<file path="config.mk">
export PLATFORM = sky130hd
export DESIGN_NAME = spi_byte_master
export DESIGN_NICKNAME = d
export VERILOG_FILES = /design/src/logic/tdc_pkg.sv /design/src/logic/spi_byte_master.sv
export SDC_FILE = /design/constraint.sdc
export NUM_CORES = 1
export LEC_CHECK = 0
export BUFFER_PORTS_ARGS = -buffer_cell sky130_fd_sc_hd__buf_2
export CAP_MARGIN = 40
export CORE_MARGIN = 2
export CORE_UTILIZATION = 47
export DETAILED_ROUTE_END_ITERATION = 10
export PLACE_DENSITY = 0.84
export SLEW_MARGIN = 0
export SYNTH_ARGS = -nofsm -noshare
export SYNTH_HDL_FRONTEND = slang
export SYNTH_SLANG_ARGS = --single-unit
</file>
<file path="constraint.sdc">
create_clock -name clk -period 1.4 [get_ports clk]
set_input_delay 0.21 -clock clk [delete_from_list [all_inputs] [get_ports clk]]
set_output_delay 0.21 -clock clk [all_outputs]
set_load 0.03 [all_outputs]
</file>
<file path="src/logic/tdc_pkg.sv">
package tdc_pkg;

  typedef logic [7:0] spi_byte_t;   // one byte on the chip link
  typedef logic [5:0] rom_addr_t;   // command rom index
  typedef logic [15:0] tdc_word_t;  // low half of a 24-bit result register

  // one measurement, time1 in the low bits
  typedef struct packed {
    tdc_word_t calib2;
    tdc_word_t calib1;
    tdc_word_t time1;
  } tdc_record_t;

  // rom map
  localparam rom_addr_t cfg_last_addr     = 6'd17;  // 0..17 are nine write pairs
  localparam rom_addr_t trig_first_addr   = 6'd18;
  localparam rom_addr_t trig_last_addr    = 6'd19;
  localparam rom_addr_t time1_first_addr  = 6'd20;  // read blocks are 4 bytes each
  localparam rom_addr_t calib1_first_addr = 6'd24;
  localparam rom_addr_t calib2_first_addr = 6'd28;

  // chip commands: write is flag | reg, read is the bare reg
  localparam spi_byte_t cmd_write = 8'h40;

  localparam spi_byte_t reg_config1        = 8'h00;
  localparam spi_byte_t reg_config2        = 8'h01;
  localparam spi_byte_t reg_int_status     = 8'h02;
  localparam spi_byte_t reg_int_mask       = 8'h03;
  localparam spi_byte_t reg_coarse_ovf_h   = 8'h04;
  localparam spi_byte_t reg_coarse_ovf_l   = 8'h05;
  localparam spi_byte_t reg_clock_ovf_h    = 8'h06;
  localparam spi_byte_t reg_clock_ovf_l    = 8'h07;
  localparam spi_byte_t reg_clock_stop_h   = 8'h08;
  localparam spi_byte_t reg_time1          = 8'h10;
  localparam spi_byte_t reg_calib1         = 8'h1B;
  localparam spi_byte_t reg_calib2         = 8'h1C;

  localparam spi_byte_t cfg1_meas_mode2  = 8'h02;  // measurement mode 2
  localparam spi_byte_t cfg1_start_meas  = 8'h01;  // start bit, self clearing on chip

  // width of a channel number, at least one bit
  function automatic int chan_bits(int n);
    return (n > 1) ? $clog2(n) : 1;
  endfunction

endpackage

</file>
<file path="src/logic/spi_byte_master.sv">
`timescale 1ns/10ps

module spi_byte_master #(
  parameter int spi_div = 2  // system clocks per half sclk
) (
  input  logic               clk,
  input  logic               rst,
  input  logic               start,
  input  logic               cs_end,
  input  tdc_pkg::spi_byte_t tx_byte,
  input  logic               miso,
  output logic               busy,
  output tdc_pkg::spi_byte_t rx_byte,
  output logic               sclk,
  output logic               mosi,
  output logic               cs_n
);
  import tdc_pkg::*;

  localparam int div_w = (spi_div > 1) ? $clog2(spi_div) : 1;
  localparam logic [div_w-1:0] div_last = div_w'(spi_div - 1);

  logic [div_w-1:0] div_q;    // half period counter
  logic [2:0]       bit_q;    // falling edges seen
  logic             last_q;   // close frame after this byte
  logic             miso_q;   // bit caught on rising sclk
  spi_byte_t        sr_q;     // tx out at the top, rx in at the bottom

  assign rx_byte = sr_q;  // stable until the next start reloads it
  assign mosi = busy ? sr_q[7] : 1'b0;

  always_ff @(posedge clk) begin
    if (rst) begin
      busy   <= 1'b0;
      sclk   <= 1'b0;
      cs_n   <= 1'b1;
      last_q <= 1'b0;
      div_q  <= '0;
      bit_q  <= '0;
    end else if (!busy) begin
      if (start) begin
        busy   <= 1'b1;
        cs_n   <= 1'b0;     // stays low if frame already open
        last_q <= cs_end;
        div_q  <= '0;
        bit_q  <= '0;
        sclk   <= 1'b0;
      end
    end else if (div_q == div_last) begin
      div_q <= '0;
      if (!sclk) begin
        sclk <= 1'b1;       // rising edge, slave samples mosi
      end else begin
        sclk <= 1'b0;
        if (bit_q == 3'd7) begin
          busy <= 1'b0;
          if (last_q) cs_n <= 1'b1;
        end else begin
          bit_q <= bit_q + 1'b1;
        end
      end
    end else begin
      div_q <= div_q + 1'b1;
    end
  end

  // data path, no reset
  always_ff @(posedge clk) begin
    if (!busy && start) begin
      sr_q <= tx_byte;
    end else if (busy && div_q == div_last) begin
      if (!sclk) miso_q <= miso;                  // mode 0 sample point
      else sr_q <= {sr_q[6:0], miso_q};           // next bit out, caught bit in
    end
  end

endmodule

</file>
==> flow_summary.json <==
{
  "outcome": "complete, no violations",
  "yosys.area_share.simple": 0.282,
  "path_class": "flop to flop",
  "cts_buffer_depth": 2,
  "seqPwrFrac": 0.582,
  "grt_antenna_before_repair": 0,
  "power_density_nw_per_um2": 1080,
  "syn_to_final_growth_pct": 19.7,
  "finalHoldViolations": 0,
  "cp.arrival_ns": 1.52,
  "place.gp.congestion": 0.761,
  "core_region_area_sq_um": 1510,
  "fp.dieW_microns": 44.3,
  "p_sw_frac": 0.267,
  "setup_tns_ns": 0,
  "crit_start": "bit_q[0]",
  "syn_avg_cell_area_sq_um": 9.66,
  "first_pass_iters": 4,
  "peakVddDrop_mv": 0.643,
  "p_int_uw": 724,
  "final_max_slew_viol_count": 0,
  "drtIter0Drc": 12,
  "pre_cts_ws_ns": 0.136,
  "clockRootBuffer": "clkbuf_4",
  "insertion_delay_ns": 0.28,
  "final_antenna_net_count": 0,
  "die_y_microns": 44.3,
  "slew_headroom": 0.787,
  "wl_per_cell_microns": 11.4,
  "rsz0062_at_grt": "no",
  "drive_gt1_frac": 0.295,
  "synth.area.mux_share": 0.0131,
  "required_ns": 1.62,
  "pwr-share-comb": 0.164,
  "tightest_slew_ns": 0.318,
  "route.final.wire_length_microns": 1380,
  "cp_slowest_cell": "dfxtp_1",
  "cts_resized": 0,
  "crit_path_start_kind": "flop",
  "clkPwrFrac": 0.254,
  "path_max_fanout": 3,
  "clock-sinks": 17,
  "grtUsageTotal": 0.163,
  "period_share": 0.931,
  "rr_startpoint": "bit_q[0]",
  "path_buf_inv": 0,
  "setup_violations": 0,
  "io_buffer_count": 24,
  "ys_types": 23,
  "leakage_nw": 0.428,
  "hpwlAfterDp_microns": 1030,
  "rows": 14,
  "start_util": 0.507,
  "synth_compound_area_frac": 0.0508,
  "cts_setup_buffers": 0,
  "grt_max_degree": 15,
  "netlist_area_sq_um": 763,
  "drcViolationCount": 0,
  "fin_crit_ns": 1.30,
  "crit_family": "adder cells",
  "vias": 619,
  "viasPerCell": 5.12,
  "cts_tree": "done",
  "htree_num_levels": 1,
  "postSynthCellCount": 79,
  "gr-total-overflow": 0,
  "fmax_mhz": 767,
  "switchingPower_uw": 263,
  "io_pins": 25,
  "synth.net_count": 94,
  "hold_start": "miso",
  "antenna_cells": 0,
  "cp_common_cell": "ha_1",
  "max_stage_delay_ns": 0.34,
  "ys_seq_area_frac": 0.564,
  "synth_top_family_by_area": "simple AND/OR/NAND/NOR gates",
  "max_cap_viol_count": 0,
  "dieArea_sq_um": 1960,
  "yosysWarnings": 0,
  "whs_ns": 0.0969,
  "synth_xor_area_frac": 0.0115,
  "num-fill-cells": 134,
  "end_kind": "flop",
  "grt_pass1_wl_microns": 2310,
  "cts_hold_buf": 0,
  "worst_slack_ns": 0.0961,
  "ys_seq_elements": 17,
  "grt_pass1_vias": 553,
  "path_cells": "ha_1 > ha_1 > and4b_1 > nand2_1 > a21oi_1",
  "fin_skew_ns": 0.000997,
  "hold_class": "input pin to flop",
  "nets": 121,
  "cts.clk_slew.worst_paths_ns": 0.09,
  "synth_adder_area_share": 0.0328,
  "cts_buffers": 3
}
==> logic make-up after synthesis <==
kind of cell             count (synthesis)
buffers and inverters                    5
adder cells (fa/ha/maj)                  2
multiplexers                             1
AND/OR/NAND/NOR                         47
XOR/XNOR                                 1
AO/OA/AOI/OAI                            6
flip-flops                              17
==> power groups by stage <==
stage,registers [mW],clock network (mW),logic [mW]
after CTS,0.574,0.258,0.163
after global placement,0.585,0,0.160
final,0.574,0.251,0.162
after floorplan,0.628,0,0.0711
after detailed placement,0.586,0,0.163
after global routing,0.578,0.278,0.178
==> per-stage QoR <==
stage	power (mW)	std cells	instance area [sq um]	util
2_1_floorplan	0.699	79	763	-
3_3_place_gp	0.744	117	887	0.589
3_5_place_dp	0.749	117	887	0.589
4_1_cts	0.995	121	913	0.606
5_1_grt	1.03	121	913	0.606
6_report	0.987	121	913	0.606
==> cells in the final DEF, fill, tap and decap left out, types with 2 or more instances in the layout <==
| cell | instances |
|---|---|
| dfxtp_1 | 8 |
| nand3_1 | 4 |
| edfxtp_1 | 9 |
| a21oi_1 | 4 |
| buf_2 | 24 |
| clkbuf_4 | 3 |
| buf_4 | 2 |
| nand2_1 | 30 |
| nor2_1 | 5 |
| ha_1 | 2 |
==> cell type report <==
cell class / instances / area [sq um] / area share
clock buffers: 4 / 26.3 / 0.0288
repair buffers: 26 / 135 / 0.148
well taps: 16 / 20.0 / 0.0219
flip-flops and latches: 17 / 430 / 0.471
inverters: 1 / 3.75 / 0.00411
multi-input cells: 57 / 298 / 0.326
==> routing by layer <==
layer	track usage	share of wire	wire length [microns]	up-vias
met5	0	0	0	-
li1	-	-	-	317
met2	0.276	0.42	587	29
met4	0.0727	0.012	17	0
met3	0.0367	0.078	108	4
met1	0.196	0.48	670	269
==> cells in the mapped netlist <==
| library cell | n | area share |
|---|---|---|
| nor2_1 | 5 | 0.025 |
| nand3_1 | 4 | 0.026 |
| nor3b_1 | 1 | 0.0098 |
| nand2b_1 | 1 | 0.0082 |
| buf_1 | 1 | 0.0049 |
| a221o_1 | 1 | 0.013 |
| dfxtp_1 | 8 | 0.21 |
| nor2b_1 | 1 | 0.0082 |
| nand2_1 | 30 | 0.15 |
| mux2i_1 | 1 | 0.013 |
| nand2b_4 | 1 | 0.018 |
| a21oi_2 | 1 | 0.011 |
| xor2_1 | 1 | 0.011 |
| buf_6 | 2 | 0.030 |
| edfxtp_1 | 9 | 0.35 |
| ha_1 | 2 | 0.033 |
| nor3_1 | 1 | 0.0066 |
| a21oi_1 | 4 | 0.026 |
| and2_1 | 1 | 0.0082 |
| and4b_1 | 1 | 0.013 |
| nand4b_1 | 1 | 0.011 |
| buf_2 | 1 | 0.0066 |
| inv_1 | 1 | 0.0049 |
==> path summary, 6_finish.rpt <==
path / to / cells after the start / slack, ns
hold reg to reg: last_q / 2 / 0.47
setup / recovery: bit_q[2] / 5 / 0.1
hold / removal: miso_q / 1 / 0.1
setup reg to reg: bit_q[2] / 5 / 0.1
==> flip-flops by register name, indices dropped and copies added, names as in the netlist <==
| name | count |
|---|---|
| rx_byte | 8 |
| last_q | 1 |
| sclk | 1 |
| bit_q | 3 |
| busy | 1 |
| miso_q | 1 |
| div_q | 1 |
| cs_n | 1 |
Note: power is estimated with default switching activity, not from simulation.
