[src/logic/tdc_pkg.sv]
package tdc_pkg;

  typedef logic [7:0] spi_byte_t;   // one byte on the chip link
  typedef logic [5:0] rom_addr_t;   // command rom index
  typedef logic [15:0] tdc_word_t;  // low half of a 24-bit result register

  // one measurement, time1 in the low bits
  typedef struct packed {
    tdc_word_t calib2;
    tdc_word_t calib1;
    tdc_word_t time1;
  } tdc_record_t;

  // rom map
  localparam rom_addr_t cfg_last_addr     = 6'd17;  // 0..17 are nine write pairs
  localparam rom_addr_t trig_first_addr   = 6'd18;
  localparam rom_addr_t trig_last_addr    = 6'd19;
  localparam rom_addr_t time1_first_addr  = 6'd20;  // read blocks are 4 bytes each
  localparam rom_addr_t calib1_first_addr = 6'd24;
  localparam rom_addr_t calib2_first_addr = 6'd28;

  // chip commands: write is flag | reg, read is the bare reg
  localparam spi_byte_t cmd_write = 8'h40;

  localparam spi_byte_t reg_config1        = 8'h00;
  localparam spi_byte_t reg_config2        = 8'h01;
  localparam spi_byte_t reg_int_status     = 8'h02;
  localparam spi_byte_t reg_int_mask       = 8'h03;
  localparam spi_byte_t reg_coarse_ovf_h   = 8'h04;
  localparam spi_byte_t reg_coarse_ovf_l   = 8'h05;
  localparam spi_byte_t reg_clock_ovf_h    = 8'h06;
  localparam spi_byte_t reg_clock_ovf_l    = 8'h07;
  localparam spi_byte_t reg_clock_stop_h   = 8'h08;
  localparam spi_byte_t reg_time1          = 8'h10;
  localparam spi_byte_t reg_calib1         = 8'h1B;
  localparam spi_byte_t reg_calib2         = 8'h1C;

  localparam spi_byte_t cfg1_meas_mode2  = 8'h02;  // measurement mode 2
  localparam spi_byte_t cfg1_start_meas  = 8'h01;  // start bit, self clearing on chip

  // width of a channel number, at least one bit
  function automatic int chan_bits(int n);
    return (n > 1) ? $clog2(n) : 1;
  endfunction

endpackage

[src/logic/tdc_control.sv]
`timescale 1ns/10ps

module tdc_control #(
  parameter int start_wait  = 5,   // cycles from last trigger byte to start
  parameter int start_width = 3    // start pulse length
) (
  input  logic                 clk,
  input  logic                 rst,
  input  logic                 soft_reset,
  input  logic                 run,
  input  logic                 pause,
  input  logic                 shot_tick,
  input  logic                 busy,
  input  tdc_pkg::spi_byte_t   rx_byte,
  input  logic                 intb_n,
  input  logic                 done,
  output logic                 spi_start,
  output logic                 cs_end,
  output tdc_pkg::spi_byte_t   tx_byte,
  output logic                 start_pulse,
  output logic                 wr_en,
  output tdc_pkg::tdc_record_t record
);
  import tdc_pkg::*;

  localparam logic [15:0] wait_last  = 16'(start_wait - 1);
  localparam logic [15:0] width_last = 16'(start_width - 1);
  localparam rom_addr_t   read_last  = calib2_first_addr + 6'd3;

  typedef enum logic [3:0] {
    st_idle,
    st_config,     // nine write pairs
    st_delay,      // waiting for a shot
    st_trig,
    st_trig_wait,
    st_start,
    st_intb_wait,
    st_read,
    st_hand_off    // record out, wait for done
  } state_t;

  state_t      state_q;
  rom_addr_t   addr_q;
  logic        launch_q;      // start the byte at addr_q once rom output settled
  logic [15:0] cnt_q;
  logic [1:0]  intb_sync_q;
  tdc_record_t rec_q;
  logic        link_free;
  logic        read_step;

  tdc_rom tdc_rom_i (
    .clk  (clk),
    .addr (addr_q),
    .data (tx_byte)
  );

  // last byte of a frame: pairs below the readout, blocks of four above
  function automatic logic frame_end(rom_addr_t a);
    return (a < time1_first_addr) ? a[0] : (a[1:0] == 2'b11);
  endfunction

  // byte at addr_q finished, rx_byte belongs to it
  assign link_free = !busy && !spi_start && !launch_q;
  assign read_step = (state_q == st_read) && link_free;
  assign record = rec_q;

  always_ff @(posedge clk) begin
    if (rst) intb_sync_q <= 2'b11;
    else intb_sync_q <= {intb_sync_q[0], intb_n};  // chip pin is async
  end

  always_ff @(posedge clk) begin
    if (rst) begin
      state_q     <= st_idle;
      addr_q      <= '0;
      launch_q    <= 1'b0;
      spi_start   <= 1'b0;
      cs_end      <= 1'b0;
      cnt_q       <= '0;
      start_pulse <= 1'b0;
    end else if (pause) begin
      state_q     <= st_idle;
      launch_q    <= 1'b0;
      spi_start   <= 1'b0;
      start_pulse <= 1'b0;
    end else begin
      spi_start <= 1'b0;
      if (launch_q && !busy) begin
        spi_start <= 1'b1;  // rom data for addr_q is on tx_byte now
        cs_end    <= frame_end(addr_q);
        launch_q  <= 1'b0;
      end
      case (state_q)
        st_idle: begin
          if (soft_reset) begin
            addr_q   <= '0;
            launch_q <= 1'b1;
            state_q  <= st_config;
          end else if (run) begin
            state_q <= st_delay;  // resume, chip keeps its config
          end
        end
        st_config: begin
          if (link_free) begin
            if (addr_q == cfg_last_addr) begin
              state_q <= st_delay;
            end else begin
              addr_q   <= addr_q + 1'b1;
              launch_q <= 1'b1;
            end
          end
        end
        st_delay: begin
          if (soft_reset) begin
            addr_q   <= '0;
            launch_q <= 1'b1;
            state_q  <= st_config;
          end else if (run && shot_tick && !wr_en) begin  // no shot while a record waits
            addr_q   <= trig_first_addr;
            launch_q <= 1'b1;
            state_q  <= st_trig;
          end
        end
        st_trig: begin
          if (link_free) begin
            if (addr_q == trig_last_addr) begin
              cnt_q   <= '0;
              state_q <= st_trig_wait;
            end else begin
              addr_q   <= addr_q + 1'b1;
              launch_q <= 1'b1;
            end
          end
        end
        st_trig_wait: begin
          if (cnt_q == wait_last) begin
            cnt_q       <= '0;
            start_pulse <= 1'b1;
            state_q     <= st_start;
          end else begin
            cnt_q <= cnt_q + 1'b1;
          end
        end
        st_start: begin
          if (cnt_q == width_last) begin
            start_pulse <= 1'b0;
            state_q     <= st_intb_wait;
          end else begin
            cnt_q <= cnt_q + 1'b1;
          end
        end
        st_intb_wait: begin
          if (!intb_sync_q[1]) begin  // measurement ready
            addr_q   <= time1_first_addr;
            launch_q <= 1'b1;
            state_q  <= st_read;
          end
        end
        st_read: begin
          if (link_free) begin
            if (addr_q == read_last) begin
              state_q <= st_hand_off;
            end else begin
              addr_q   <= addr_q + 1'b1;
              launch_q <= 1'b1;
            end
          end
        end
        st_hand_off: if (done) state_q <= st_delay;
        default: state_q <= st_idle;
      endcase
    end
  end

  // held through a pause so an in-flight record still drains
  always_ff @(posedge clk) begin
    if (rst) wr_en <= 1'b0;
    else if (done) wr_en <= 1'b0;
    else if (!pause && read_step && addr_q == read_last) wr_en <= 1'b1;
  end

  // blocks are 4-aligned, so addr bit 1 marks the 3rd and 4th byte
  always_ff @(posedge clk) begin
    if (read_step && addr_q[1]) begin
      if (addr_q < calib1_first_addr) rec_q.time1 <= {rec_q.time1[7:0], rx_byte};
      else if (addr_q < calib2_first_addr) rec_q.calib1 <= {rec_q.calib1[7:0], rx_byte};
      else rec_q.calib2 <= {rec_q.calib2[7:0], rx_byte};
    end
  end

  // link protocol with the byte master
  assert property (@(posedge clk) disable iff (rst) spi_start |-> !busy)
    else $error("spi_start while link busy");

  // record must not move under the arbiter
  assert property (@(posedge clk) disable iff (rst)
    wr_en && !done |=> wr_en && $stable(record))
    else $error("wr_en or record changed before done");

endmodule

[src/logic/tdc_rom.sv]
`timescale 1ns/10ps

module tdc_rom (
  input  logic               clk,
  input  tdc_pkg::rom_addr_t addr,
  output tdc_pkg::spi_byte_t data
);
  import tdc_pkg::*;

  // one cycle read latency, no reset on the data
  always_ff @(posedge clk) begin
    case (addr)
      // configuration, nine write pairs
      6'd0:  data <= cmd_write | reg_config1;
      6'd1:  data <= cfg1_meas_mode2;
      6'd2:  data <= cmd_write | reg_config2;
      6'd3:  data <= 8'h40;  // 10 calib periods, no averaging, single stop
      6'd4:  data <= cmd_write | reg_int_status;
      6'd5:  data <= 8'h1F;  // clear all flags
      6'd6:  data <= cmd_write | reg_int_mask;
      6'd7:  data <= 8'h07;  // all interrupts on
      6'd8:  data <= cmd_write | reg_coarse_ovf_h;
      6'd9:  data <= 8'hFF;
      6'd10: data <= cmd_write | reg_coarse_ovf_l;
      6'd11: data <= 8'hFF;
      6'd12: data <= cmd_write | reg_clock_ovf_h;
      6'd13: data <= 8'hFF;
      6'd14: data <= cmd_write | reg_clock_ovf_l;
      6'd15: data <= 8'hFF;
      6'd16: data <= cmd_write | reg_clock_stop_h;
      6'd17: data <= 8'h00;
      // trigger, config1 with the start bit
      6'd18: data <= cmd_write | reg_config1;
      6'd19: data <= cfg1_meas_mode2 | cfg1_start_meas;
      // readout, command then three dummies
      6'd20: data <= reg_time1;
      6'd21: data <= 8'h00;
      6'd22: data <= 8'h00;
      6'd23: data <= 8'h00;
      6'd24: data <= reg_calib1;
      6'd25: data <= 8'h00;
      6'd26: data <= 8'h00;
      6'd27: data <= 8'h00;
      6'd28: data <= reg_calib2;
      6'd29: data <= 8'h00;
      6'd30: data <= 8'h00;
      6'd31: data <= 8'h00;
      default: data <= 8'h00;  // upper half unused
    endcase
  end

endmodule

[config.mk]
export PLATFORM = sky130hd
export DESIGN_NAME = tdc_control
export DESIGN_NICKNAME = d
export VERILOG_FILES = /design/src/logic/tdc_pkg.sv /design/src/logic/tdc_control.sv /design/src/logic/tdc_rom.sv
export SDC_FILE = /design/constraint.sdc
export NUM_CORES = 1
export LEC_CHECK = 0
export BUFFER_PORTS_ARGS = -buffer_cell sky130_fd_sc_hd__clkbuf_2
export CORE_MARGIN = 2
export CORE_UTILIZATION = 35
export DETAILED_ROUTE_END_ITERATION = 6
export PLACE_DENSITY = 0.63
export SYNTH_ARGS = -nofsm -noshare
export SYNTH_HDL_FRONTEND = slang
export SYNTH_SLANG_ARGS = --single-unit
[constraint.sdc]
create_clock -name clk -period 4.05 [get_ports clk]
set_input_delay 0 -clock clk [delete_from_list [all_inputs] [get_ports clk]]
set_output_delay 0 -clock clk [all_outputs]
set_load 0.05 [all_outputs]
==> metrics.cfg <==
[outcome]
outcome=finished, final reports clean

[sta]
clock-skew-final_ns=0.00516
fin_crit_ns=2.80
rsz0062_at_grt=no
tns_ns=0
drv_slew=0
finalSetupViolCount=0
worst_pin_slew_ns=0.952
slew-limit-headroom_pct=36.5
hold_slack_ns=0.101
fmax_mhz=357
fin_crit_sh_pct=69.2
hold_violations=0

[final_layout]
final_cells=590
n_antenna_cell=0
area_growth_pct=22.0
drive_above_1_share_pct=24.4
nets=469
final_area_um2=4870
fill_cells=1045

[grt]
antenna_found_initial=0
grt.overflow.total=0
grt_max_degree=20
first_global_vias=2932
grt.total_usage_pct=14.6
grt_pass1_wl_mm=14.8

[worst_setup_path]
setup.worst_path.end=record[36]
reg2reg_depth=4
cpMaxStageDelayCell=a21oi_2
cp_top_family=simple AND/OR/NAND/NOR gates
crit_fanout=16
crit_type=reg -> reg
cp_cell_sequence=nor2b_1, and2_1, nand3_1, a21oi_2
r2r_end=record[36]
path_buf_inv=0
rr_startpoint=state_q[0]
cp.arrival_ns=2.76
r2r_slack_ns=1.25
end_kind=flop
cp.required_ns=4.01
critPathMaxStageDelay_ns=0.75
cp-start-kind=flop
crit_cells=4
cp-startpoint=state_q[0]

[placed_design]
place_area_um2=4450
dp_hpwl_mm=6.26
gp_congestion=0.839
io_buffers=76
dp_cells=563

[cts]
hold_buffers=11
ctsRootBufferMaster=clkbuf_16
cts_buffers=9
post_cts_resize_count=0
clk_pin_slew_ns=0.07
cts_tree=done
clk_path_buf_depth=2
clk_latency_ns=0.33
cts_setup_buffers=0
numClockSinks=88
htree_num_levels=3

[synth]
synth_edf_count=48
synth_seq_area_share_pct=56.2
syn_area_um2=3990
async_flop_share_pct=0
syn_inst=370
yosysWarnings=0
synth_nets=394
ys_seq_elements=88
yosysUniqueCellTypes=58
ys.flop_type=edfxtp_1
syn_area_per_cell_um2=10.8

[route]
drt_iter0_drc=231
ant_nets=0
wl_mm=8.91
drc=0
vias=3159
post_drt_wl_per_cell_um=15.1
via_per_inst=5.35
dr.pass1.iters=4

[pwr]
vdd_drop_max_v=0.000172
p_leak_uw=0.00174
powerDensity_nw_per_um2=388

[floorplan]
initial_utilization_pct=36.3
die_w_um=111
io-pin-count=77
die_h_um=111
dieArea_um2=12300
num_rows=38
core_um2=11000

[worst_hold_path]
hold_depth=4
hold_class=in -> reg

[job]
max_cap_viol_count=0

## synthesized netlist by cell type (all sizes together) (7+ instances only)
library cell  count  area, um^2
edfxtp           48        1440
dfxtp            40         801
nor2             26        97.6
nand2            23        86.3
a21oi            19        95.1
o21ai            17        85.1
clkbuf           15        56.3
nand3            15        75.1
inv              14        52.6
nand4            11        75.1
buf              10        73.8
nor3             10        50.1
o31ai             9        67.6
or4               9        67.6
a211oi            8        60.1
and2              8        52.6
ha                7        87.6
xnor2             7        61.3
## worst min-delay path, cell delays in order
cell and delay (ns):
clkbuf_2 0.16, nor2_1 0.09, nor2_1 0.09, a211oi_1 0.05
## layout by cell type, fill, tap and decap left out, types with 2 or more instances in the layout
master and count:
dlygate4sd3_1 11, nor4_1 3, mux2i_1 3, nor2_1 26, o21ai_1 4, o31ai_1 9, nor4_2 3, nor2b_1 5
a211oi_1 8, nand3b_1 3, clkbuf_2 76, inv_1 14, or4_1 9, o311ai_0 4, a31oi_1 5, o21ai_0 13
and3_1 6, clkbuf_16 9, nand4_1 10, o22a_1 2, or2_2 4, or3_1 6, edfxtp_1 48, nand3_1 15
ha_1 7, buf_4 2, and4_1 2, and2_1 7, nor3_1 9, a41oi_1 2, nand2b_1 3, a21oi_1 18
inv_6 3, nand2_1 23, xnor2_1 7, dfxtp_1 40, a2111oi_0 3
## how the worst min path moves through the flow
stage / from / end / slack [ns]
after global routing: pause / state_q[3] / 0.13
after floorplan: done / wr_en / 0.08
after global placement: intb_n / intb_sync_q[0] / 0.19
final: pause / cs_end / 0.10
after CTS: pause / cs_end / 0.10
after detailed placement: intb_n / intb_sync_q[0] / 0.19
## state kept, by name, indices dropped and copies added, names as in the netlist
name / count
addr_q: 6
cnt_q: 16
cs_end: 1
intb_sync_q: 2
launch_q: 1
record: 48
spi_start: 1
start_pulse: 1
state_q: 4
tdc_rom_i.data: 7
wr_en: 1
## kinds of logic after synthesis
kind of cell,Yosys count,synth area share [%]
flip-flops,88,56.2
adder cells (fa/ha/maj),7,2.19
multiplexers,3,0.752
buffers and inverters,39,4.58
XOR/XNOR,7,1.54
AND/OR/NAND/NOR,143,20.7
AO/OA/AOI/OAI,83,14.1
## metal layers
metal,part of all wire (%),wire (um),GRT usage [%]
met5,0,0,0
met4,0.79,70,3.75
met3,6.2,554,4.10
met2,46,4140,23.5
met1,47,4150,19.4
## metrics by stage
step                      worst slack [ns]  power, uW  utilization, %
after global routing                  1.03       1960            44.3
final                                 1.25       1890            44.3
after detailed placement              1.25       1040            40.5
after floorplan                      0.857       1020               -
after global placement                1.39       1040            40.5
after CTS                             1.25       1910            44.3
## where the power goes
group / total [uW] / internal, uW / leakage, uW / switching, uW
registers: 950 / 940 / 0.000754 / 9.64
clock network: 858 / 491 / 0.000150 / 367
logic: 81.3 / 33.7 / 0.000839 / 47.6
## cell type report
type / count / area, um^2 / area share (%)
tap: 140 / 175 / 3.60
clock buffer: 9 / 225 / 4.62
multi-input combinational: 243 / 1580 / 32.5
timing repair buffer: 89 / 505 / 10.4
sequential: 88 / 2240 / 46.0
clock inverter: 7 / 88.8 / 1.82
inverter: 14 / 52.6 / 1.08
(Power assumes the default switching activity.)
