==> src/logic/shot_scheduler.sv <==
`timescale 1ns/10ps

module shot_scheduler #(
  parameter logic [31:0] shot_period = 32'd2000  // cycles between shots
) (
  input  logic clk,
  input  logic rst,
  input  logic play,
  input  logic pause,
  output logic run,
  output logic shot_tick
);

  localparam logic [31:0] period_last = shot_period - 32'd1;

  logic [31:0] cnt_q;

  always_ff @(posedge clk) begin
    if (rst) begin
      run       <= 1'b0;
      shot_tick <= 1'b0;
      cnt_q     <= '0;
    end else begin
      shot_tick <= 1'b0;
      if (pause) begin
        run   <= 1'b0;
        cnt_q <= '0;
      end else if (play) begin
        run   <= 1'b1;
        cnt_q <= '0;  // every play restarts the phase, channels stay in step
      end else if (run) begin
        if (cnt_q == period_last) begin
          cnt_q     <= '0;
          shot_tick <= 1'b1;
        end else begin
          cnt_q <= cnt_q + 1'b1;
        end
      end
    end
  end

  assert property (@(posedge clk) disable iff (rst) shot_tick |-> run)
    else $error("shot_tick while stopped");

endmodule

==> config.mk <==
export PLATFORM = sky130hd
export DESIGN_NAME = shot_scheduler
export DESIGN_NICKNAME = d
export VERILOG_FILES = /design/src/logic/shot_scheduler.sv
export SDC_FILE = /design/constraint.sdc
export NUM_CORES = 1
export LEC_CHECK = 0
export BUFFER_PORTS_ARGS = -buffer_cell sky130_fd_sc_hd__buf_2
export CORE_ASPECT_RATIO = 0.9
export CORE_UTILIZATION = 60
export DETAILED_ROUTE_END_ITERATION = 8
export HOLD_SLACK_MARGIN = 0.06
export PLACE_DENSITY = 0.74
export REMOVE_ABC_BUFFERS = 1
export SYNTH_ARGS = -nofsm -noshare
export SYNTH_HDL_FRONTEND = slang
export SYNTH_SLANG_ARGS = --single-unit
export TNS_END_PERCENT = 1
==> constraint.sdc <==
create_clock -name clk -period 2.19 [get_ports clk]
set_input_delay 0.219 -clock clk [delete_from_list [all_inputs] [get_ports clk]]
set_output_delay 0.219 -clock clk [all_outputs]
set_load 0.005 [all_outputs]
==> results.tsv, run 1 <==
metric	value	unit
status	completed	
first_iter_violations	97	
die_h	51.03	um
p_int	0.8478	mW
cts_setup_buffers	0	
cts-root-buf	clkbuf_4	
viasPerCell	6.496	
drtAntennaViolNets	0	
synth.distinct_cells	27	
cts_sinks	34	
nets	204	
worstReg2RegEnd	cnt_q[31]	
power_switching_share	0.2105	
maxCapViolCount	0	
synth_top_cells_by_area	dfxtp_1 (42%), a21oi_1 (5.3%), o31ai_1 (4.7%), or4_1 (4.7%), xor2_1 (4.4%)	
io_pins	6	
die_x	56.48	um
seq_power_share	0.579	
cts_tree	built	
gp_congestion	0.8866	
power_density	602.3	nW/um^2
port_buffers	5	
clockBufferDepth	2	
layout_common_cells	dfxtp_1 (34), a21oi_1 (17), nor2_1 (16)	
whs_endpoint	shot_tick	
clk_latency	0.33	ns
hold_viol	0	
routed_wl	3.536	mm
grt_pass1_vias	1359	
synth_cells	187	
dpl-instance-area	1684	sq um
grt_overflow	0	
fin_area	1783	sq um
grt_use_total	0.2724	
pwr-share-comb	0.019	
yosys_warnings	0	
setup_viol	0	
syn2layout_area_growth	11.24	%
p_leak	0.5412	nW
netlist.area_leader.share	0.4247	
clock_skew	0.007663	ns
p_sw	0.2260	mW
core_area	2489	sq um
drc	0	
max_freq	482.3	MHz
post_drt_wl_per_cell	15.51	um
ys_seq_area_frac	0.4247	
reg2regPathDepth	4	
setup-tns-final	0	ns
grt_pass1_wl	6.009	mm
critPathArrivalTime	2.34	ns
synth_ff_type	dfxtp_1	
cts_resized	0	
grt_max_degree	21	
start_util	0.6440	
p_clk_frac	0.402	
crit_path_start_kind	flip-flop	
tightestPinTransition	0.3688	ns
min_from	rst	
ys_async_sr_fraction	0	
htreeDepth	2	
rsz0062_at_grt	false	
period_minus_slack	2.074	ns
antenna_cells	0	
hold_depth	3	
num_vias	1481	
fin_crit_sh	0.9468	
avgSynthCellArea	8.571	sq um
r2r_start	cnt_q[16]	
crit_type	reg -> reg	
drt_first_pass_iters	4	
min_path_type	in -> reg	
crit_fanout	20	
die_area	2882	sq um
ys_ff_latch	34	
drive_gt1_frac	0.1200	
required	2.45	ns
max_slew_margin	0.7522	
rows	17	
clk_pin_slew	0.11	ns
antenna_found_initial	0	
ir_drop	0.5564	mV
syn_area	1603	sq um
rrSetupSlack	0.12	ns
final_common_cell	dfxtp_1	
crit_path_end_kind	flip-flop	
yosys.area.top_type	dfxtp_1	
numCtsBuffers	5	
drv_slew	0	
synth_edf_count	0	
hpwl	2.442	mm
power groups by stage:
stage               clock network (mW)  logic, mW  registers, mW
finish                           0.432     0.0203          0.622
global route                     0.467     0.0226          0.622
CTS                              0.441     0.0201          0.622
detailed placement                   0     0.0175          0.636
global placement                     0     0.0168          0.636
floorplan                            0    0.00765          0.635
worst max-delay path, cell delays in order (launching register included):
cell and delay, ns:
dfxtp_1 0.45, nand4_1 0.20, or4_4 0.64, or4_1 0.56, a21oi_1 0.16
worst max path at each step:
stage          depth (start not counted)   endpoint  slack, ns      start
6_report                               4  cnt_q[31]       0.12  cnt_q[16]
5_1_grt                                4  cnt_q[31]      0.009  cnt_q[16]
4_1_cts                                4  cnt_q[31]       0.13  cnt_q[11]
3_5_place_dp                           4  cnt_q[31]       0.16  cnt_q[11]
3_3_place_gp                           4  cnt_q[31]       0.21  cnt_q[16]
2_1_floorplan                          4   cnt_q[0]      -0.80        run
area by class of cell:
| type | instances | area, sq um |
|---|---|---|
| Tap cell | 28 | 35.03 |
| Sequential cell | 34 | 680.7 |
| Clock buffer | 8 | 78.83 |
| Timing Repair Buffer | 14 | 97.59 |
| Multi-Input combinational cell | 142 | 883.3 |
| Inverter | 2 | 7.507 |
| Fill cell | 194 | 705.7 |
state kept, by name, summed over array words and instances, names as in the netlist:
signal     flops
cnt_q         32
run            1
shot_tick      1
per-layer routing:
metal	track usage	up-vias	wire, um
met1	0.3386	698	1735
li1	-	732	-
met4	0.1220	0	32
met5	0	-	0
met3	0.08101	6	179
met2	0.4373	45	1588
stage by stage:
step	setup WS (ns)	power [mW]	cells	util	hold WS (ns)
2_1_floorplan	-0.7998	0.6430	178	-	0.2958
3_3_place_gp	0.2104	0.6525	218	0.6767	0.3956
3_5_place_dp	0.1581	0.6532	218	0.6767	0.4059
4_1_cts	0.1311	1.082	228	0.7164	0.2043
5_1_grt	0.009133	1.112	228	0.7164	0.2100
6_report	0.1165	1.074	228	0.7164	0.2156
Yosys cell counts, types with 3 or more instances:
| library cell | n |
|---|---|
| dfxtp_1 | 34 |
| xor2_1 | 8 |
| o21ai_0 | 8 |
| clkbuf_1 | 7 |
| nor2_1 | 16 |
| nand2_1 | 11 |
| nor4_1 | 7 |
| and3_1 | 3 |
| a21oi_1 | 17 |
| and4_1 | 5 |
| or4_1 | 10 |
| nand4_1 | 11 |
| or3_1 | 8 |
| o31ai_1 | 10 |
| xnor2_1 | 6 |
| nand3_1 | 9 |
| nor3_1 | 6 |
cell families after synthesis:
group / count (synthesis) / share of synthesized area
AO/OA/AOI/OAI: 35 / 0.1249
XOR/XNOR: 14 / 0.07650
adder cells (fa/ha/maj): 1 / 0.007805
buffers and inverters: 11 / 0.03279
flip-flops: 34 / 0.4247
multiplexers: 1 / 0.006245
AND/OR/NAND/NOR: 91 / 0.3271
timing repair:
item / in CTS / in global routing
endpoints found under the setup margin: 0 / 1
hold endpoints to repair: 1 / 0
hold buffers: 2 / 0
(Power assumes the default switching activity.)
==> run 2, diff against run 1 <==
SETUP_SLACK_MARGIN = 0.15   (was unset)
==> run 2 against run 1 <==
Effect of this change:
- via count about the same
- critical path type unchanged
- flip-flop and latch count unchanged
- utilization up 0.91 points
- count of clock-buffer cells in the layout unchanged
==> results.tsv, run 2 (same netlist as run 1, synthesis figures left out) <==
metric	value	unit	change
grt_use_total	0.2817		+0.009279
die_x	56.48	um	unchanged
drive_gt1_frac	0.1436		+0.02356
drv_slew	0		unchanged
die_area	2882	sq um	unchanged
numCtsBuffers	5		unchanged
num_vias	1482		+0.068%
first_iter_violations	79		-19%
crit_chain	ha_1 -> nand4_1 -> or2_2 -> or4_1 -> a21oi_1		
setup-tns-final	0	ns	unchanged
power_density	594.4	nW/um^2	-1.3%
grt_pass1_vias	1362		+0.22%
cp_slowest_cell	or4_1		
min_from	rst		
port_buffers	5		unchanged
crit_path_start_kind	flip-flop		
max_freq	500.0	MHz	+3.7%
viasPerCell	6.443		-0.80%
regMostFlops	cnt_q		
core_area	2489	sq um	unchanged
status	completed		
clk_pin_slew	0.11	ns	about the same
crit_start	cnt_q[0]		
drtAntennaViolNets	0		unchanged
layout_common_cells	dfxtp_1 (32), a21oi_1 (17), nor2_1 (16)		
crit_path_max_incr_delay	0.54	ns	-0.10 ns
drt_first_pass_iters	4		unchanged
clock_skew	0.009881	ns	+0.002218 ns
hold_viol	0		unchanged
start_util	0.6440		unchanged
fin_area	1805	sq um	+1.3%
crit_path_end_kind	flip-flop		
layoutNonFillerInstCount	230		+0.88%
nets	206		+0.98%
dp_cells	218		unchanged
largest_reg_flops	32		unchanged
num-fill-cells	190		-2.1%
ir_drop	0.5564	mV	about the same
rsz0062_at_grt	true		
maxCapViolCount	0		unchanged
critPathArrivalTime	2.28	ns	-0.06 ns
r2r_start	cnt_q[0]		
gp_congestion	0.8866		unchanged
fin_crit_sh	0.9132		-0.03358
tightestPinTransition	0.3700	ns	+0.001227 ns
antenna_found_initial	0		unchanged
antenna_cells	0		unchanged
hpwl	2.442	mm	unchanged
routed_wl	3.646	mm	+3.1%
min_path_type	in -> reg		
postLayoutCoreUtil	0.7255		+0.009050
drc	0		unchanged
io_pins	6		unchanged
period_minus_slack	2.000	ns	-0.07354 ns
htreeDepth	2		unchanged
cts-root-buf	clkbuf_4		
required	2.47	ns	+0.02 ns
rows	17		unchanged
whs	0.2071	ns	-0.008454 ns
cts_sinks	34		unchanged
largestRegisters	cnt_q: 32 flops, run: 1 flops, shot_tick: 1 flops		
final_common_cell	dfxtp_1		
post_drt_wl_per_cell	15.85	um	+2.2%
grt_overflow	0		unchanged
setup_viol	0		unchanged
cts_tree	built		
syn2layout_area_growth	12.65	%	
crit_type	reg -> reg		
grt_max_degree	20		-4.8%
p_leak	0.5488	nW	+1.4%
max_slew_margin	0.7514		-0.0008250
clockBufferDepth	2		unchanged
die_h	51.03	um	unchanged
grt_pass1_wl	6.210	mm	+3.3%
dpl-instance-area	1684	sq um	unchanged
crit_fanout	11		-45%
clk_latency	0.34	ns	about the same
run 2: worst paths after layout:
check	slack, ns	cells past startpoint	end
hold reg to reg	0.52	2	cnt_q[31]
setup reg to reg	0.19	5	cnt_q[24]
setup / recovery	0.19	5	cnt_q[24]
hold / removal	0.21	3	shot_tick
run 2: cell type report:
type / instances / area (sq um) / area share
sequential: 34 / 683.2 / 0.3784
clock buffer: 8 / 78.83 / 0.04366
multi-input combinational: 143 / 895.9 / 0.4962
tap: 28 / 35.03 / 0.01940
timing repair buffer: 15 / 105.1 / 0.05821
inverter: 2 / 7.507 / 0.004158
run 2: worst max-delay path, delay by kind of cell (launching register included):
family / cells / cell delay (ns)
AO/OA/AOI/OAI: 1 / 0.16
adder cells (fa/ha/maj): 1 / 0.23
flip-flops: 1 / 0.43
AND/OR/NAND/NOR: 3 / 1.12
run 2: repair_timing:
| action | 4_1_cts | 5_1_grt |
|---|---|---|
| hold buffers | 2 | 0 |
| buffers inserted | 0 | 1 |
| resized for setup | 0 | 3 |
| pin swaps | 1 | 1 |
| hold endpoints to repair | 1 | 0 |
| endpoints found under the setup margin | 1 | 12 |
| cloned | 1 | 0 |
run 2: per-layer routing:
metal / up-vias / GRT usage / share of wire
li1: 735 / - / -
met1: 702 / 0.3576 / 0.48
met2: 37 / 0.4510 / 0.46
met3: 8 / 0.07848 / 0.046
met4: 0 / 0.1179 / 0.015
met5: - / 0 / 0
run 2: power by group:
group	total, mW	leakage [nW]	switching, mW	internal (mW)
combinational	0.0202	0.229	0.0109	0.00929
sequential	0.621	0.275	0.00252	0.619
clock	0.431	0.0446	0.212	0.219
total	1.07	0.549	0.226	0.848
run 2: stage by stage:
step	setup slack [ns]	total power [mW]
after global routing	0.09578	1.112
final	0.1900	1.073
after floorplan	-0.7998	0.6430
after detailed placement	0.1581	0.6532
after CTS	0.1702	1.082
after global placement	0.2104	0.6525
==> run 3, diff against run 2 <==
PLACE_DENSITY = 0.84   (was 0.74)
==> run 3 against run 2 <==
Effect of this change:
- via count up 1.8%
- total power fell by 6.3%
- clock skew is essentially flat
- sequential power about the same
- maximum frequency down 0.51%
- first-iteration DRC count up 14%
- cell count fell by 0.43%
- flip-flop and latch count did not move
==> results.tsv, run 3 (same netlist as run 1, synthesis figures left out) <==
metric	value	unit	change
p_clk_frac	0.360		-0.042
min_from	play		
crit_buf_inv	0		unchanged
drive_gt1_frac	0.1294		-0.01421
p_leak	0.5456	nW	-0.57%
pwr-share-comb	0.022		+0.003
syn2layout_area_growth	12.02	%	
largest_reg_flops	32		unchanged
r2r_start	cnt_q[12]		
rsz0062_at_grt	true		
cts-root-buf	clkbuf_4		
postLayoutCoreUtil	0.7215		-0.004022
die_x	56.48	um	unchanged
crit_start	cnt_q[12]		
numCtsBuffers	5		unchanged
drv_slew	0		unchanged
power_switching_share	0.2199		+0.009663
fin_crit_sh	0.9179		+0.004654
crit_path_end_kind	flip-flop		
drtAntennaViolNets	0		unchanged
antenna_cells	0		unchanged
htreeDepth	2		unchanged
die_area	2882	sq um	unchanged
first_iter_violations	90		+14%
grt_overflow	0		unchanged
cp_top_family	simple AND/OR/NAND/NOR gates		
crit_chain	nand4_1 -> or4_4 -> or4_1 -> a21oi_1		
seq_power_share	0.618		+0.039
gp_congestion	0.8159		-8.0%
die_h	51.03	um	unchanged
layout_common_cells	dfxtp_1 (33), a21oi_1 (17), nor2_1 (16)		
grt_pass1_vias	1392		+2.2%
crit_type	reg -> reg		
drt_first_pass_iters	4		unchanged
maxCapViolCount	0		unchanged
clock_skew	0.009662	ns	-0.0002183 ns
max_freq	497.5	MHz	-0.51%
port_buffers	5		unchanged
min_path_type	in -> reg		
core_area	2489	sq um	unchanged
tightestPinTransition	0.4129	ns	+0.04289 ns
regMostFlops	cnt_q		
io_pins	6		unchanged
clockBufferDepth	2		unchanged
power_density	560.3	nW/um^2	-5.7%
p_sw	0.2212	mW	-2.0%
post_drt_wl_per_cell	16.30	um	+2.8%
hold_viol	0		unchanged
ir_drop	0.5543	mV	-0.39%
rows	17		unchanged
critPathArrivalTime	2.29	ns	about the same
largestRegisters	cnt_q: 32 flops, run: 1 flops, shot_tick: 1 flops		
cp_slowest_cell	or4_4		
grt_use_total	0.2801		-0.001572
layoutNonFillerInstCount	229		-0.43%
required	2.47	ns	about the same
crit_path_start_kind	flip-flop		
cts_sinks	34		unchanged
setup_viol	0		unchanged
num_vias	1509		+1.8%
nets	205		-0.49%
hpwl	2.574	mm	+5.4%
final_common_cell	dfxtp_1		
crit_fanout	10		-1
period_minus_slack	2.010	ns	+0.01019 ns
status	completed		
start_util	0.6440		unchanged
clk_latency	0.33	ns	about the same
dp_cells	218		unchanged
p_int	0.7848	mW	-7.4%
max_slew_margin	0.7226		-0.02881
antenna_found_initial	0		unchanged
clk_pin_slew	0.10	ns	about the same
cts_tree	built		
viasPerCell	6.590		+2.3%
crit_path_max_incr_delay	0.64	ns	+0.10 ns
drc	0		unchanged
grt_max_degree	30		+50%
cts_setup_buffers	0		unchanged
grt_pass1_wl	6.182	mm	-0.45%
routed_wl	3.733	mm	+2.4%
## run 3: cell count changes in the layout (fill, tap and decap cells not counted), sizes merged
| cell | previous run | this run |
|---|---|---|
| clkinv | 0 | 1 |
| clkbuf | 8 | 7 |
| buf | 13 | 12 |
## run 3: path summary, 6_finish.rpt
kind / cells past startpoint / slack [ns] / end
worst min-delay path: 3 / 0.23 / shot_tick
worst max-delay path: 4 / 0.18 / cnt_q[31]
worst max register to register: 4 / 0.18 / cnt_q[31]
worst min register to register: 2 / 0.49 / cnt_q[31]
## run 3: timing repair
item / CTS / global route
gates cloned: 0 / 1
pin swaps: 0 / 1
endpoints found under the hold margin: 1 / 0
setup endpoints to repair: 2 / 12
hold buffers: 2 / 0
resized for setup: 1 / 3
## run 3: per-stage QoR
stage | power, mW | hold slack (ns) | instance area (sq um) | setup TNS [ns] | setup WS (ns)
final | 1.006 | 0.2344 | 1795 | 0 | 0.1798
after global routing | 1.039 | 0.2322 | 1795 | 0 | 0.06330
after CTS | 1.006 | 0.2195 | 1780 | 0 | 0.1559
after detailed placement | 0.6545 | 0.4091 | 1697 | 0 | 0.1429
after global placement | 0.6536 | 0.3951 | 1697 | 0 | 0.2281
after floorplan | 0.6430 | 0.2958 | 1558 | -24.70 | -0.7998
## run 3: layout make-up
class,count,area [sq um]
Multi-Input combinational cell,143,900.9
Timing Repair Buffer,14,110.1
Clock buffer,7,55.05
Fill cell,188,693.2
Tap cell,28,35.03
Clock inverter,1,5.005
Sequential cell,34,681.9
Inverter,2,7.507
## run 3: tightest hold or removal path: stages
cell and delay [ns]:
buf_2 0.09, nor3_1 0.08, and2_1 0.14
## run 3: layer usage
| metal | vias to the layer above | GRT usage | wire length (um) |
|---|---|---|---|
| met1 | 713 | 0.3519 | 1618 |
| met3 | 4 | 0.07848 | 197 |
| met5 | - | 0 | 0 |
| li1 | 739 | - | - |
| met2 | 53 | 0.4647 | 1883 |
| met4 | 0 | 0.09350 | 34 |
## run 3: power groups by stage
stage	clock, mW	combinational [mW]	sequential, mW
2_1_floorplan	0	0.00765	0.635
3_3_place_gp	0	0.0180	0.636
3_5_place_dp	0	0.0187	0.636
4_1_cts	0.363	0.0213	0.621
5_1_grt	0.393	0.0239	0.622
6_report	0.362	0.0226	0.622
